<file path="src/logic/rv32i_types.sv">
`default_nettype none

package rv32i_types;

    // data and address words
    typedef logic [31:0] word_t;

    // instruction funct3 field
    typedef logic [2:0] funct3_t;

    // one enable per byte lane of a word
    typedef logic [3:0] byte_en_t;

    // byte position inside a word
    typedef logic [1:0] byte_off_t;

    // load widths as encoded in funct3
    typedef enum logic [2:0]
    {
        lb  = 3'b000,
        lh  = 3'b001,
        lw  = 3'b010,
        lbu = 3'b100,
        lhu = 3'b101
    } load_funct3_e;

    // store widths as encoded in funct3
    typedef enum logic [2:0]
    {
        sb = 3'b000,
        sh = 3'b001,
        sw = 3'b010
    } store_funct3_e;

    // data RAM depth in words
    localparam int RAM_WORDS = 256;
    localparam int RAM_INDEX_W = $clog2(RAM_WORDS);

    // word index, taken from address bits above the byte offset
    typedef logic [RAM_INDEX_W-1:0] ram_index_t;

endpackage

`default_nettype wire

</file>
<file path="src/logic/mem_ctrl_stage.sv">
`default_nettype none

module mem_ctrl_stage
(
    input  logic                   clk,
    input  logic                   rst,
    input  logic                   ex_valid,
    input  logic                   ex_load,
    input  logic                   ex_store,
    input  rv32i_types::funct3_t   ex_funct3,
    input  rv32i_types::byte_off_t addr_low,
    output logic                   load_data_out,
    output logic                   data_read,
    output logic                   data_write,
    output logic                   load_data_value,
    output logic                   mem_valid,
    output logic                   mem_fault,
    output rv32i_types::funct3_t   funct3_mem
);

    logic access;
    logic known_width;
    logic misaligned;
    logic fault;

    // width decode and alignment rule
    always_comb
    begin
        known_width = 1'b0;
        misaligned = 1'b0;
        if (ex_load)
        begin
            case (ex_funct3)
                rv32i_types::lb, rv32i_types::lbu:
                    known_width = 1'b1;
                rv32i_types::lh, rv32i_types::lhu:
                begin
                    known_width = 1'b1;
                    misaligned = addr_low[0];
                end
                rv32i_types::lw:
                begin
                    known_width = 1'b1;
                    misaligned = |addr_low;
                end
                default:
                    known_width = 1'b0;
            endcase
        end
        else
        begin
            case (ex_funct3)
                rv32i_types::sb:
                    known_width = 1'b1;
                rv32i_types::sh:
                begin
                    known_width = 1'b1;
                    misaligned = addr_low[0];
                end
                rv32i_types::sw:
                begin
                    known_width = 1'b1;
                    misaligned = |addr_low;
                end
                default:
                    known_width = 1'b0;
            endcase
        end
    end

    assign access = ex_valid && (ex_load || ex_store);
    assign fault = access && (!known_width || misaligned);

    // enables the store data register one stage ahead
    assign load_data_out = ex_valid && ex_store && !fault;

    always_ff @(posedge clk)
    begin
        if (rst)
        begin
            data_read <= 1'b0;
            data_write <= 1'b0;
            load_data_value <= 1'b0;
            mem_valid <= 1'b0;
            mem_fault <= 1'b0;
            funct3_mem <= '0;
        end
        else
        begin
            data_read <= ex_valid && ex_load && !fault;
            data_write <= load_data_out;
            load_data_value <= ex_valid && ex_load;
            mem_valid <= access;
            mem_fault <= fault;
            funct3_mem <= ex_funct3;
        end
    end

    // execute hands over one kind of access at a time
    assert property (@(posedge clk) disable iff (rst) ex_valid |-> !(ex_load && ex_store));

endmodule

`default_nettype wire

</file>
<file path="config.mk">
export PLATFORM = sky130hd
export DESIGN_NAME = mem_ctrl_stage
export DESIGN_NICKNAME = d
export VERILOG_FILES = /design/src/logic/rv32i_types.sv /design/src/logic/mem_ctrl_stage.sv
export SDC_FILE = /design/constraint.sdc
export NUM_CORES = 1
export LEC_CHECK = 0
export BUFFER_PORTS_ARGS = -buffer_cell sky130_fd_sc_hd__buf_4
export CORE_AREA = 3 3 40 42
export CTS_BUF_LIST = sky130_fd_sc_hd__clkbuf_16
export CTS_CLUSTER_SIZE = 30
export DETAILED_ROUTE_END_ITERATION = 10
export DIE_AREA = 0 0 43 45
export GPL_ROUTABILITY_DRIVEN = 1
export PLACE_DENSITY = 0.55
export REMOVE_ABC_BUFFERS = 1
export SLEW_MARGIN = 5
export SYNTH_ARGS = -nofsm -noshare
export SYNTH_HDL_FRONTEND = slang
export SYNTH_SLANG_ARGS = --single-unit
</file>
<file path="constraint.sdc">
create_clock -name clk -period 1 [get_ports clk]
set_clock_uncertainty 0.05 [all_clocks]
set_input_delay 0.25 -clock clk [delete_from_list [all_inputs] [get_ports clk]]
set_output_delay 0.25 -clock clk [all_outputs]
set_load 0.1 [all_outputs]
</file>
==> metrics.yaml <==
die_area_mm2: 0.00194
worst-slew-pin-transition_ns: 0.240
ios: 19
drc: 0
cts_root_buffer: "clkbuf_16"
seqCellArea_um2: 170
grt_pass1_vias: 287
synthesis.area_um2: 269
gr-total-overflow: 0
diodes: 0
max_cap_violations: 0
p_leak_nw: 0.289
core_area_mm2: 0.00128
worstPathMaxFanout: 2
holdBufCountCts: 0
grt_usage: 0.0976
yosysUniqueCellTypes: 10
synth_top_area_frac: 0.595
synth_most_common_cell: "dfxtp_1"
ys_ff_latch: 8
fmax_ghz: 0.741
via_per_inst: 3.95
numCtsBuffers: 3
async_flop_share: 0
avgSynthCellArea_um2: 11.2
dr.pass1.iters: 1
dpl.cell_count: 61
cts_sinks: 8
failed_checks: "negative setup slack"
ys_warn_count: 0
dieHeight_um: 45
finalPower_mw: 1.28
vias: 257
wl_um: 733
ant_nets: 0
max-slew-margin-rel: 0.839
rsz0062_at_grt: "yes"
finalSetupViolations: 9
routabilityCongestion: 0.643
powerDensity_mw_per_mm2: 1900
synth-seq-area-share: 0.595
yosys-top-cells-area: "dfxtp_1 (60%), nor2b_1 (9.3%), nor4_4 (7.9%)"
grt_pass1_wl_um: 1270
yosys_most_used_dff: "dfxtp_1"
path_class: "input port to output port"
hpwl_um: 541
fillers: 115
outcome: "finished with violations"
drt_iter0_drc: 0
area_growth_pct: 151
drive_gt1_frac: 0.760
hold_class: "input port to register"
numPortBuffers: 18
period_share: 1.35
holdWs_ns: 0.196
num_rows: 13
period_needed_ns: 1.35
ir_drop_mv: 1.27
worstPathRequired_ns: 0.70
drt-wirelength-per-cell_um: 11.3
fin_nets: 62
clockBufferDepth: 2
synth_commonest_cells: "dfxtp_1 (8), nor2b_1 (4)"
drv_slew: 0
setup_slack_ns: -0.350
yosysTopAreaCell: "dfxtp_1"
synth-edff-count: 0
finalHoldViolCount: 0
grt_max_degree: 5
multiInputGateArea_um2: 114
die-width_um: 43
cp-end-kind: "output port"
initial_core_util: 0.209
clk_pin_slew_ns: 0.04
setup.worst_path.start_class: "input port"
antenna_found_initial: 0
synthCells: 24
cp.arrival_ns: 1.05
layout.cells.non_filler: 65
cts_tree: "built"
cts_max_level: 1
final_util: 0.525
per-layer routing:
metal	vias up	part of all wire	global-route usage
li1	131	-	-
met1	103	0.36	0.102
met2	21	0.44	0.138
met3	2	0.18	0.0797
met4	0	0.0095	0.0542
met5	-	0	0
cells in the final DEF (no fill, tap or decap):
master,n
a21oi_1,1
a21oi_2,1
and2_1,1
and2_4,1
buf_12,9
buf_4,11
buf_6,3
clkbuf_16,3
dfxtp_2,8
nand2_1,2
nand2b_1,1
nor2_1,1
nor2_2,1
nor2b_1,4
nor4_4,1
o21a_1,2
path summary, 6_finish.rpt:
kind | cells after the start | slack [ns] | startpoint | endpoint
max | 5 | -0.35 | ex_funct3[2] | load_data_out
min | 2 | 0.20 | ex_funct3[1] | funct3_mem[1]$_SDFF_PP0_
metrics by stage:
| stage | TNS (ns) | setup WS, ns | instance area, um^2 |
|---|---|---|---|
| final | -0.596 | -0.350 | 674 |
| after global routing | -0.767 | -0.392 | 674 |
| after CTS | -1.19 | -0.405 | 697 |
| after detailed placement | -0.697 | -0.444 | 453 |
| after global placement | -0.706 | -0.437 | 453 |
| after floorplan | -2.83 | -1.15 | 269 |
critical path, stage by stage:
cell     delay (ns)
buf_6          0.10
nor4_4         0.29
a21oi_2        0.08
nor2_2         0.14
buf_12         0.19
area by class of cell:
class	instances	area share
Timing Repair Buffer	23	0.440
Multi-Input combinational cell	16	0.169
Clock buffer	3	0.111
Sequential cell	8	0.252
Tap cell	15	0.0278
what timing repair did:
| action | CTS | global route |
|---|---|---|
| pin swaps | 3 | 2 |
| endpoints found under the setup margin | 9 | 11 |
| resized for setup | 40 | 4 |
| buffers inserted | 4 | 1 |
where the power goes:
part | switching, mW | internal, mW
logic | 0.155 | 0.114
registers | 0.0116 | 0.339
clock network | 0.145 | 0.514
registers in the layout (all words and copies together) (netlist names):
signal           flops
funct3_mem           3
data_read            1
data_write           1
load_data_value      1
mem_fault            1
mem_valid            1
cells by family (layout without fill, tap and decap cells):
kind of cell           after synthesis  after routing  share of synthesized area
AO/OA/AOI/OAI                        4              4                      0.107
flip-flops                           8              8                      0.595
buffers and inverters                0             26                          0
AND/OR/NAND/NOR                     12             12                      0.298
(Power assumes the default switching activity.)
