==> src/logic/rv32i_types.sv <==
`default_nettype none

package rv32i_types;

    // data and address words
    typedef logic [31:0] word_t;

    // instruction funct3 field
    typedef logic [2:0] funct3_t;

    // one enable per byte lane of a word
    typedef logic [3:0] byte_en_t;

    // byte position inside a word
    typedef logic [1:0] byte_off_t;

    // load widths as encoded in funct3
    typedef enum logic [2:0]
    {
        lb  = 3'b000,
        lh  = 3'b001,
        lw  = 3'b010,
        lbu = 3'b100,
        lhu = 3'b101
    } load_funct3_e;

    // store widths as encoded in funct3
    typedef enum logic [2:0]
    {
        sb = 3'b000,
        sh = 3'b001,
        sw = 3'b010
    } store_funct3_e;

    // data RAM depth in words
    localparam int RAM_WORDS = 256;
    localparam int RAM_INDEX_W = $clog2(RAM_WORDS);

    // word index, taken from address bits above the byte offset
    typedef logic [RAM_INDEX_W-1:0] ram_index_t;

endpackage

`default_nettype wire

==> src/logic/mem_stage.sv <==
`default_nettype none

module mem_stage
(
    input  logic                   clk,
    input  logic                   rst,
    input  logic                   load_data_out,
    input  logic                   load_data_value,
    input  rv32i_types::funct3_t   funct3_exec,
    input  rv32i_types::funct3_t   funct3_mem,
    input  rv32i_types::word_t     alu_out,
    input  rv32i_types::word_t     rs2_out,
    input  rv32i_types::word_t     mem_rdata,
    output rv32i_types::word_t     mem_address,
    output rv32i_types::word_t     mem_wdata,
    output rv32i_types::word_t     data_value,
    output rv32i_types::byte_off_t mem_address_last_two_bits,
    output rv32i_types::byte_en_t  mem_byte_enable
);

    rv32i_types::word_t address_q;
    rv32i_types::word_t store_lanes;

    // RAM sees word addresses only
    assign mem_address = {address_q[31:2], 2'b00};
    assign mem_address_last_two_bits = address_q[1:0];

    // steering happens in execute, before the address is registered
    always_comb
    begin
        case (funct3_exec)
            rv32i_types::sw:
                store_lanes = rs2_out;
            rv32i_types::sh:
            begin
                if (alu_out[1])
                    store_lanes = {rs2_out[15:0], 16'b0};
                else
                    store_lanes = {16'b0, rs2_out[15:0]};
            end
            rv32i_types::sb:
            begin
                case (alu_out[1:0])
                    2'b00: store_lanes = {24'b0, rs2_out[7:0]};
                    2'b01: store_lanes = {16'b0, rs2_out[7:0], 8'b0};
                    2'b10: store_lanes = {8'b0, rs2_out[7:0], 16'b0};
                    default: store_lanes = {rs2_out[7:0], 24'b0};
                endcase
            end
            default:
                store_lanes = rs2_out;
        endcase
    end

    // lane enables from the memory-stage width and offset
    always_comb
    begin
        case (funct3_mem)
            rv32i_types::sw:
                mem_byte_enable = 4'b1111;
            rv32i_types::sh:
            begin
                if (mem_address_last_two_bits[1])
                    mem_byte_enable = 4'b1100;
                else
                    mem_byte_enable = 4'b0011;
            end
            rv32i_types::sb:
            begin
                case (mem_address_last_two_bits)
                    2'b00: mem_byte_enable = 4'b0001;
                    2'b01: mem_byte_enable = 4'b0010;
                    2'b10: mem_byte_enable = 4'b0100;
                    default: mem_byte_enable = 4'b1000;
                endcase
            end
            default:
                mem_byte_enable = 4'b1111;
        endcase
    end

    // address follows execute every cycle
    always_ff @(posedge clk)
    begin
        if (rst)
            address_q <= '0;
        else
            address_q <= alu_out;
    end

    // store data, loaded only for a clean store
    always_ff @(posedge clk)
    begin
        if (rst)
            mem_wdata <= '0;
        else if (load_data_out)
            mem_wdata <= store_lanes;
    end

    // read data held for the writeback side
    always_ff @(posedge clk)
    begin
        if (rst)
            data_value <= '0;
        else if (load_data_value)
            data_value <= mem_rdata;
    end

    assert property (@(posedge clk) disable iff (rst) mem_byte_enable != '0);

endmodule

`default_nettype wire

==> config.mk <==
export PLATFORM = sky130hd
export DESIGN_NAME = mem_stage
export DESIGN_NICKNAME = d
export VERILOG_FILES = /design/src/logic/rv32i_types.sv /design/src/logic/mem_stage.sv
export SDC_FILE = /design/constraint.sdc
export NUM_CORES = 1
export LEC_CHECK = 0
export ABC_CLOCK_PERIOD_IN_PS = 1110
export BUFFER_PORTS_ARGS = -buffer_cell sky130_fd_sc_hd__buf_2
export CELL_PAD_IN_SITES_DETAIL_PLACEMENT = 0
export CELL_PAD_IN_SITES_GLOBAL_PLACEMENT = 1
export CORE_MARGIN = 2
export CORE_UTILIZATION = 28
export DETAILED_ROUTE_END_ITERATION = 12
export PLACE_DENSITY = 0.81
export SKIP_CTS_REPAIR_TIMING = 1
export SYNTH_ARGS = -nofsm -noshare
export SYNTH_HDL_FRONTEND = slang
export SYNTH_SLANG_ARGS = --single-unit
==> constraint.sdc <==
create_clock -name clk -period 1.11 [get_ports clk]
set_input_delay 0.0555 -clock clk [delete_from_list [all_inputs] [get_ports clk]]
set_output_delay 0.0555 -clock clk [all_outputs]
set_load 0.05 [all_outputs]
==> metrics.cfg <==
[outcome]
status=finished with violations
violations=hold timing, setup timing

[final_layout]
area_delta_synth_final_pct=66.95
nFillCells=1188
layout-drive-gt1-share=0.3997
final_area_sq_um=5897
fin_cells=805
insertedDiodeCount=0
final_cell_mix=buf_2 (199), dfxtp_1 (94), dlygate4sd3_1 (67), nor2_1 (46), nor2b_1 (40)
final_common_cell=buf_2
nets=734
fin_util=0.4731

[pwr]
p_sw_mw=2.791
p_seq_frac=0.430
power_density_nw_per_um2=1478
intPower_mw=5.927
p_leak_nw=2.836
swShare=0.3202
power_frac_clock=0.341
power_frac_comb=0.230
vdd_drop_max_v=0.0006210
power.total_mw=8.718

[synthesis]
syn_area_per_cell_sq_um=10.06
synth-seq-cells=96
ys_seq_area_frac=0.5441
synth_cell_type_count=32
syn-cell-area_sq_um=3532
synthCells=351
synth_top_area_cell=dfxtp_1
yosysTopAreaCellShare=0.5441
synth_area_leaders=dfxtp_1 (54%), mux2i_1 (9.1%), nor2b_1 (7.3%)
yosysWarnings=0

[critical_path]
critical_path.max_stage_delay_ns=0.36
worstPathRequired_ns=1.05
crit_type=flip-flop to primary output
crit_cells=3
path_buf_inv=1
arrival_ns=1.12
ff2ff_path_depth=2
cp_slowest_cell=dfxtp_4
crit_chain=nor2b_4 -> o21ai_2 -> buf_6
cpLargestDelayFamily=flip-flops
start_kind=flip-flop
crit_fanout=3
cp-end-kind=primary output

[routing]
dr.pass1.iters=4
wirelength_um=11670
detail-route-antenna-nets=0
drcViolationCount=0
vias_per_cell=4.453
wl_per_cell_um=14.50
via_count=3585
drt-initial-drc-count=185

[sta]
maxSlewHeadroom=0.5789
fmax_ghz=0.8540
rsz0062_at_grt=yes
finalMaxSlewViolations=0
min_period_over_period=1.055
worstMarginPinSlew_ns=0.6316
fin_hold_ws_ns=-0.03007
setup_slack_ns=-0.06089
finalCriticalPeriod_ns=1.171
finalClockSkew_ns=0
hold_violations=10
setup_viol=4

[global_route]
antenna_found_initial=0
grt_first_pass_wirelength_um=15170
grt_max_degree=63
grt.overflow.total=0
grt_pass1_vias=2972
grt_usage=0.1443

[floorplan]
core.rowCount=41
dieHeight_um=116.3
die_area_sq_um=13530
start_util=0.2833
num_io_pins=208
core_sq_um=12470
die_w_um=116.3

[place]
dp_hpwl_um=8033
dpl.cell_count=722
numPortBuffers=205
finalWeightedCongestion=0.8006
place_area_sq_um=4890

[clock_network]
cts_buffers=9
cts.sinks=96
clock_latency_ns=0.34
cts_max_level=3
clk_path_buf_depth=2
cts.reportedPaths.clkPinSlew_ns=0.07
cts_tree=yes
cts-root-buf=clkbuf_16

[flow_run]
cap_violations=0

[min_path]
min_path_type=input port to flip-flop
min_path_cells=3

## logic make-up (layout without fill, tap and decap cells)
logic type	after synthesis	in the layout	synth area share
and+or+nand+nor	132	132	0.1998
muxes	32	32	0.09068
buffers and inverters	37	318	0.04853
DFF	96	96	0.5441
other	1	2	0.001062
AOI/OAI and AO/OA	53	53	0.1158
## area by class of cell
cell class | instances | area (sq um) | area share
Tap cell | 172 | 215.2 | 0.03649
Sequential cell | 96 | 1929 | 0.3272
Clock inverter | 7 | 61.31 | 0.01040
Timing Repair Buffer | 293 | 1934 | 0.3280
Clock buffer | 9 | 225.2 | 0.03819
Inverter | 9 | 36.28 | 0.006153
Multi-Input combinational cell | 219 | 1495 | 0.2536
## registers in the layout (all words and copies together) (netlist names)
register and flops:
address_q 32, mem_wdata 32, data_value 32
## per-stage QoR
step / setup TNS [ns] / setup slack [ns]
after floorplan: -0.003399 / -0.003399
after global placement: -0.1703 / -0.02238
after detailed placement: -0.9437 / -0.1294
after CTS: -1.025 / -0.2780
after global routing: -0.3839 / -0.1156
final: -0.2076 / -0.06089
## synthesized netlist by cell type
cell and count:
a21oi_1 2, a221o_1 8, a22oi_1 6, a22oi_2 1, a311oi_1 9, a31oi_1 6, and2_1 8, and3_1 1
and4b_1 1, buf_1 2, buf_2 13, buf_4 2, buf_6 1, clkbuf_1 9, clkbuf_2 1, conb_1 1
dfxtp_1 96, inv_1 9, mux2i_1 32, nand2_1 10, nand2b_1 11, nand3_1 1, nand4_1 8, nand4b_1 2
nor2_1 47, nor2b_1 41, nor4_4 1, o21a_1 1, o21ai_0 6, o22ai_1 6, o32ai_1 8, or2_1 1
## power by group through the flow
stage,Combinational (mW),Clock (mW),Sequential [mW]
finish,2.00,2.97,3.74
global placement,1.78,0,3.81
floorplan,0.487,0,4.54
CTS,1.80,3.06,3.74
global route,2.12,3.19,3.76
detailed placement,1.79,0,3.82
## final timing paths
| path | from | endpoint | slack (ns) |
|---|---|---|---|
| worst max-delay path | address_q[0]$_SDFF_PP0_ | mem_byte_enable[0] | -0.06 |
| worst min-delay path | mem_rdata[1] | data_value[1]$_SDFFE_PP0P_ | -0.03 |
| worst max register to register | mem_wdata[15]$_SDFFE_PP0P_ | mem_wdata[15]$_SDFFE_PP0P_ | 0.26 |
| worst min register to register | mem_wdata[0]$_SDFFE_PP0P_ | mem_wdata[0]$_SDFFE_PP0P_ | 0.48 |
## metal layers
| metal | share of wire | vias up | global-route usage | wire length (um) |
|---|---|---|---|---|
| li1 | - | 1768 | - | - |
| met1 | 0.42 | 1649 | 0.1800 | 4955 |
| met2 | 0.49 | 149 | 0.2388 | 5673 |
| met3 | 0.071 | 19 | 0.03114 | 827 |
| met4 | 0.018 | 0 | 0.06587 | 214 |
| met5 | 0 | - | 0 | 0 |
## tightest hold or removal path: stages
cell	delay, ns
buf_2	0.07
mux2i_1	0.06
nor2_1	0.08
No activity file was read; power rests on OpenSTA's default activity.
