File: config.mk
export PLATFORM = sky130hd
export DESIGN_NAME = writeback_align
export DESIGN_NICKNAME = d
export VERILOG_FILES = /design/src/logic/rv32i_types.sv /design/src/logic/writeback_align.sv
export SDC_FILE = /design/constraint.sdc
export NUM_CORES = 1
export LEC_CHECK = 0
export ABC_AREA = 0
export BUFFER_PORTS_ARGS = -buffer_cell sky130_fd_sc_hd__buf_2
export CELL_PAD_IN_SITES_DETAIL_PLACEMENT = 1
export CELL_PAD_IN_SITES_GLOBAL_PLACEMENT = 1
export CORE_ASPECT_RATIO = 1.1
export CORE_MARGIN = 3
export CORE_UTILIZATION = 36
export CTS_CLUSTER_DIAMETER = 80
export DETAILED_ROUTE_END_ITERATION = 10
export PLACE_DENSITY_LB_ADDON = 0.1
export SLEW_MARGIN = 20
export SYNTH_ARGS = -nofsm -noshare
export SYNTH_HDL_FRONTEND = slang
export SYNTH_SLANG_ARGS = --single-unit
export TNS_END_PERCENT = 5
File: constraint.sdc
create_clock -name clk -period 1.9 [get_ports clk]
set_input_delay 0.19 -clock clk [delete_from_list [all_inputs] [get_ports clk]]
set_output_delay 0.19 -clock clk [all_outputs]
set_load 0.005 [all_outputs]
File: src/logic/rv32i_types.sv
`default_nettype none

package rv32i_types;

    // data and address words
    typedef logic [31:0] word_t;

    // instruction funct3 field
    typedef logic [2:0] funct3_t;

    // one enable per byte lane of a word
    typedef logic [3:0] byte_en_t;

    // byte position inside a word
    typedef logic [1:0] byte_off_t;

    // load widths as encoded in funct3
    typedef enum logic [2:0]
    {
        lb  = 3'b000,
        lh  = 3'b001,
        lw  = 3'b010,
        lbu = 3'b100,
        lhu = 3'b101
    } load_funct3_e;

    // store widths as encoded in funct3
    typedef enum logic [2:0]
    {
        sb = 3'b000,
        sh = 3'b001,
        sw = 3'b010
    } store_funct3_e;

    // data RAM depth in words
    localparam int RAM_WORDS = 256;
    localparam int RAM_INDEX_W = $clog2(RAM_WORDS);

    // word index, taken from address bits above the byte offset
    typedef logic [RAM_INDEX_W-1:0] ram_index_t;

endpackage

`default_nettype wire

File: src/logic/writeback_align.sv
`default_nettype none

module writeback_align
(
    input  logic                   clk,
    input  logic                   rst,
    input  logic                   mem_valid,
    input  logic                   mem_fault,
    input  logic                   data_read,
    input  rv32i_types::funct3_t   funct3_mem,
    input  rv32i_types::byte_off_t byte_off,
    input  rv32i_types::word_t     data_value,
    output logic                   wb_done,
    output logic                   wb_fault,
    output rv32i_types::word_t     wb_data
);

    // control delayed to line up with data_value
    logic                   valid_q;
    logic                   fault_q;
    logic                   load_q;
    rv32i_types::funct3_t   funct3_q;
    rv32i_types::byte_off_t off_q;

    logic [7:0]         sel_byte;
    logic [15:0]        sel_half;
    rv32i_types::word_t extended;

    always_ff @(posedge clk)
    begin
        if (rst)
        begin
            valid_q <= 1'b0;
            fault_q <= 1'b0;
            load_q <= 1'b0;
            funct3_q <= '0;
            off_q <= '0;
        end
        else
        begin
            valid_q <= mem_valid;
            fault_q <= mem_fault;
            load_q <= data_read;
            funct3_q <= funct3_mem;
            off_q <= byte_off;
        end
    end

    assign sel_byte = data_value[{off_q, 3'b000} +: 8];
    assign sel_half = data_value[{off_q[1], 4'b0000} +: 16];

    // sign for lb and lh, zero for the unsigned forms
    always_comb
    begin
        case (funct3_q)
            rv32i_types::lb:  extended = {{24{sel_byte[7]}}, sel_byte};
            rv32i_types::lbu: extended = {24'b0, sel_byte};
            rv32i_types::lh:  extended = {{16{sel_half[15]}}, sel_half};
            rv32i_types::lhu: extended = {16'b0, sel_half};
            default:          extended = data_value;
        endcase
    end

    always_ff @(posedge clk)
    begin
        if (rst)
        begin
            wb_done <= 1'b0;
            wb_fault <= 1'b0;
            wb_data <= '0;
        end
        else
        begin
            wb_done <= valid_q;
            wb_fault <= valid_q && fault_q;
            // stores and faulted accesses report zero
            wb_data <= load_q ? extended : '0;
        end
    end

    // a load that reached the RAM was never flagged as faulting upstream
    assert property (@(posedge clk) disable iff (rst) load_q |-> !fault_q && valid_q);

endmodule

`default_nettype wire

==> flow_metrics.tcl, run 1 <==
set metrics [dict create \
    critPathSlowestCell "mux4_2" \
    clockBufferDepth 2 \
    reg2reg_depth 3 \
    slew_headroom_pct 59.2 \
    path_depth 3 \
    drc 0 \
    ant_nets 0 \
    die-area_sq_um 6740 \
    io_pins 76 \
    hold_violations 0 \
    finalCritPeriodShare_pct 85.0 \
    crit_fanout 16 \
    cp.required_ns 2.07 \
    layout_common_cells "buf_2, dfxtp_1, nand2_1, nor2b_1, a21o_1" \
    worst_pin_slew_ns 0.597 \
    rows 28 \
    final_util_pct 47.6 \
    yosysSeqAreaShare_pct 40.3 \
    critical-path-top-delay-family "multiplexers" \
    drtIter0Drc 83 \
    final_common_cell "buf_2" \
    synth_top_cell_by_area "dfxtp_1" \
    hold_buffers 0 \
    viasPerCell 5.17 \
    final.min_clock_period_ns 1.62 \
    crit_arrival_ns 1.78 \
    first_global_vias 2003 \
    ys_warn_count 0 \
    syn_avg_cell_area_sq_um 9.65 \
    grt_overflow_total 0 \
    coreArea_sq_um 5500 \
    routabilityCongestion 0.818 \
    setup_violations 0 \
    r2r-start "off_q[0]" \
    tritoncts "built" \
    power_density_nw_per_um2 743 \
    final_cells 366 \
    drive_gt1_share_pct 39.2 \
    cts.htree.levels 2 \
    post_cts_resize_count 0 \
    ys_types 40 \
    path_class "reg2reg" \
    setup_tns_ns 0 \
    leakagePower_nw 1.16 \
    cp-start-kind "flop" \
    clkTransAtPathRegs_ns 0.08 \
    wl_per_cell_um 16.8 \
    die_h_um 85.8 \
    grt_max_degree 18 \
    maxCapViolations 0 \
    max-vdd-ir-drop_uv 398 \
    crit_chain "mux4_2 > nand2_8 > a31oi_1" \
    slew_violations 0 \
    portBuffers 75 \
    syn_nets 258 \
    synth_area_sq_um 2080 \
    placed_cells 358 \
    syn_inst 216 \
    die_x_um 78.6 \
    vias 1894 \
    slowest_delay_ns 0.70 \
    reg2reg_to "wb_data[23]" \
    antenna_cells 0 \
    fmax_ghz 0.619 \
    antenna_found_initial 0 \
    gr-usage-all-layers_pct 19.2 \
    cp_num_buf_inv 0 \
    rsz0062_at_grt "no" \
    startpoint "off_q[0]" \
    firstDrtPassIters 4 \
    clockRootBuffer "clkbuf_8" \
    worstSetupEndpoint "wb_data[23]" \
    cts_made_buffers 5 \
    outcome "finished clean" \
    yosysTopAreaCellShare_pct 40.3 \
    place_ws_ns 0.294 \
    fin_skew_ns 0.00648 \
    clock_sinks 42 \
    hold_class "in2reg" \
    dpl.hpwl_um 4710 \
    fillers 687 \
    ys_ff_latch 42 \
    start_util_pct 37.9 \
    r2r_setup_slack_ns 0.28 \
    fin_ws_ns 0.285 \
    area.growth.synth_to_final_pct 25.6 \
    ys_top_cells_by_area "dfxtp_1, a21o_1, nor2b_1, a31oi_2, nand2_1" \
    end_kind "flop" \
    drt-total-wl_um 6140 \
    clk_latency_ns 0.30 \
    grt_pass1_wl_um 10100 \
    cts_setup_buffers 0 \
    nNetsFinal 332 \
]
==> power breakdown <==
group | switching (mW) | total [mW] | internal (mW)
logic | 0.175 | 0.307 | 0.131
clock network | 0.322 | 0.709 | 0.387
registers | 0.0170 | 0.929 | 0.912
total | 0.514 | 1.94 | 1.43
==> state kept, by name, summed over array words and instances, names as in the netlist <==
signal	cells
off_q	2
funct3_q	3
wb_fault	1
wb_done	1
valid_q	1
fault_q	1
wb_data	32
load_q	1
==> worst min path at each step <==
stage	from	end	slack (ns)	cells past startpoint
final	byte_off[1]	off_q[1]	0.1	2
after global routing	data_read	load_q	0.09	2
after CTS	data_read	load_q	0.09	2
after detailed placement	data_read	load_q	0.41	2
after global placement	mem_fault	fault_q	0.40	2
after floorplan	rst	wb_done	0.27	1
==> cell families after synthesis <==
| group | after synthesis | share of synthesized area, % |
|---|---|---|
| AOI/OAI and AO/OA | 58 | 23.9 |
| buffers and inverters | 21 | 6.24 |
| DFF | 42 | 40.3 |
| muxes | 10 | 5.76 |
| and+or+nand+nor | 85 | 23.8 |
==> cells in the mapped netlist, drive strengths merged <==
library cell	instances
dfxtp	42
nand2	21
nor2b	19
a31oi	18
a21o	17
buf	13
nand3	10
nand4	8
a21oi	7
nand2b	7
nand3b	7
mux2	6
nor2	5
clkbuf	4
a211o	3
a31o	3
inv	3
mux2i	3
nand4b	3
o211a	3
o41ai	3
a2111oi	2
nor3	2
a22oi	1
and2	1
dlygate4sd1	1
mux4	1
nor3b	1
nor4	1
o211ai	1
==> per-layer routing <==
metal | routed length [um] | track usage, % | share of wire (%)
met1 | 2720 | 23.7 | 44
met5 | 0 | 0 | 0
met3 | 271 | 4.73 | 4.4
met2 | 3080 | 33.0 | 50
met4 | 69 | 5.56 | 1.1
==> final cells by class <==
cell class,instances,area (sq um),area share [%]
repair buffers,85,450,17.2
inverters,3,11.3,0.430
multi-input cells,153,1110,42.5
well taps,75,93.8,3.58
clock inverters,3,40.0,1.53
flip-flops and latches,42,841,32.1
clock buffers,5,68.8,2.63
==> per-stage QoR <==
step                      total power [mW]  area (sq um)  hold WS, ns
after detailed placement              1.26          2510        0.409
after floorplan                       1.14          2080        0.269
after global placement                1.25          2510        0.396
after global routing                  2.04          2620       0.0914
final                                 1.94          2620       0.0990
after CTS                             1.97          2620       0.0894
No activity file was read; power rests on OpenSTA's default activity.
==> run 2: changes to the inputs <==
CELL_PAD_IN_SITES_GLOBAL_PLACEMENT = 2   (was 1)
CORE_MARGIN = 1.5   (was 3)
CORE_UTILIZATION = 29   (was 36)
HOLD_SLACK_MARGIN = 0.15   (was not set)
==> run 2 against run 1 <==
Net effect:
- count of clock-buffer cells in the layout did not move
- power up 0.90%
- maximum frequency down 2.1%
- critical path depth did not move
- critical path type unchanged
- critical endpoint unchanged
==> flow_metrics.tcl, run 2 (synthesis results as in run 1) <==
set metrics [dict create \
    outcome "finished clean" \
    path_depth 3 \
    ant_nets 0 \
    gr-usage-all-layers_pct 17.0 \
    leakagePower_nw 1.21 \
    power.total_mw 1.96 \
    cts_made_buffers 5 \
    largest_register_ffs 32 \
    maxCapViolations 0 \
    hold_violations 0 \
    grt_pass1_wl_um 10400 \
    fillers 851 \
    cp-start-kind "flop" \
    hold_ws_ns 0.162 \
    power_density_nw_per_um2 717 \
    firstDrtPassIters 4 \
    clockBufferDepth 2 \
    fmax_ghz 0.606 \
    coreArea_sq_um 6970 \
    post_cts_resize_count 0 \
    reg2reg_depth 3 \
    crit_fanout 16 \
    path_class "reg2reg" \
    antenna_cells 0 \
    layout_common_cells "buf_2, dfxtp_1, nand2_1, nor2b_1, a21o_1" \
    dpl.hpwl_um 4770 \
    slew_headroom_pct 63.5 \
    area.growth.synth_to_final_pct 31.4 \
    end_kind "flop" \
    placed_area_sq_um 2530 \
    final_common_cell "buf_2" \
    wl_per_cell_um 16.4 \
    final_util_pct 39.3 \
    critPathSlowestCell "mux4_2" \
    rows 32 \
    max-vdd-ir-drop_uv 327 \
    grt_overflow_total 0 \
    slowest_delay_ns 0.72 \
    finalCritPeriodShare_pct 86.9 \
    clock_sinks 42 \
    clkTransAtPathRegs_ns 0.08 \
    r2r-start "off_q[0]" \
    vias 1929 \
    setup_tns_ns 0 \
    largest-register "wb_data" \
    viasPerCell 4.98 \
    cp_num_buf_inv 0 \
    antenna_found_initial 0 \
    die_x_um 83.8 \
    place_ws_ns 0.248 \
    final.min_clock_period_ns 1.65 \
    cts.htree.levels 2 \
    drc 0 \
    final_cells 387 \
    setup_violations 0 \
    final_cell_area_sq_um 2740 \
    clockRootBuffer "clkbuf_8" \
    startpoint "off_q[0]" \
    reg.largest.list "wb_data: 32 flops, funct3_q: 3 flops, off_q: 2 flops" \
    die_h_um 91.9 \
    slew_violations 0 \
    rsz0062_at_grt "no" \
    reg2reg_to "wb_data[23]" \
    worstSetupEndpoint "wb_data[23]" \
    crit_chain "mux4_2 > nand2_8 > a31oi_1" \
    hold_class "in2reg" \
    fin_ws_ns 0.250 \
    cp.required_ns 2.07 \
    start_util_pct 29.9 \
    io_pins 76 \
    nNetsFinal 343 \
    critical-path-top-delay-family "multiplexers" \
    worst_pin_slew_ns 0.547 \
    grt_max_degree 28 \
    clk_latency_ns 0.30 \
    first_global_vias 2041 \
    placed_cells 369 \
    routabilityCongestion 0.724 \
    portBuffers 75 \
    drtIter0Drc 52 \
    fin_skew_ns 0.00343 \
    drt-total-wl_um 6330 \
    drive_gt1_share_pct 38.1 \
    r2r_setup_slack_ns 0.25 \
    tritoncts "built" \
    crit_arrival_ns 1.82 \
    die-area_sq_um 7710 \
]
run 2: layout make-up:
cell class	count	area, sq um	area share [%]
well taps	85	106	3.88
clock buffers	5	68.8	2.51
multi-input cells	153	1110	40.7
clock inverters	3	40.0	1.46
repair buffers	96	558	20.4
inverters	3	11.3	0.411
flip-flops and latches	42	841	30.7
run 2: worst reg2reg max path: stages (launching register included):
cell and delay (ns):
dfxtp_1 0.45, mux4_2 0.72, nand2_8 0.24, a31oi_1 0.11
run 2: where the power goes:
part	switching (mW)	internal (mW)
registers	0.0195	0.912
logic	0.179	0.146
clock network	0.319	0.387
run 2: worst min path at each step:
stage                    from  depth (start not counted)  slack, ns           to
3_5_place_dp        data_read                          2       0.41       load_q
5_1_grt         data_value[1]                          2       0.15   wb_data[1]
2_1_floorplan             rst                          1       0.27      wb_done
3_3_place_gp        mem_valid                          2       0.40      valid_q
6_report       data_value[14]                          3       0.16  wb_data[14]
4_1_cts         data_value[5]                          2       0.15   wb_data[5]
run 2: per-layer routing:
layer / vias to the layer above / GRT usage [%] / part of all wire, %
li1: 955 / - / -
met1: 927 / 21.4 / 46
met2: 42 / 29.1 / 49
met3: 5 / 3.42 / 3.5
met4: 0 / 5.60 / 1.4
met5: - / 0 / 0
run 2: timing repair:
| item | 4_1_cts | 5_1_grt |
|---|---|---|
| hold endpoints to repair | 9 | 1 |
| hold buffers | 9 | 1 |
| buffers inserted | 0 | 0 |
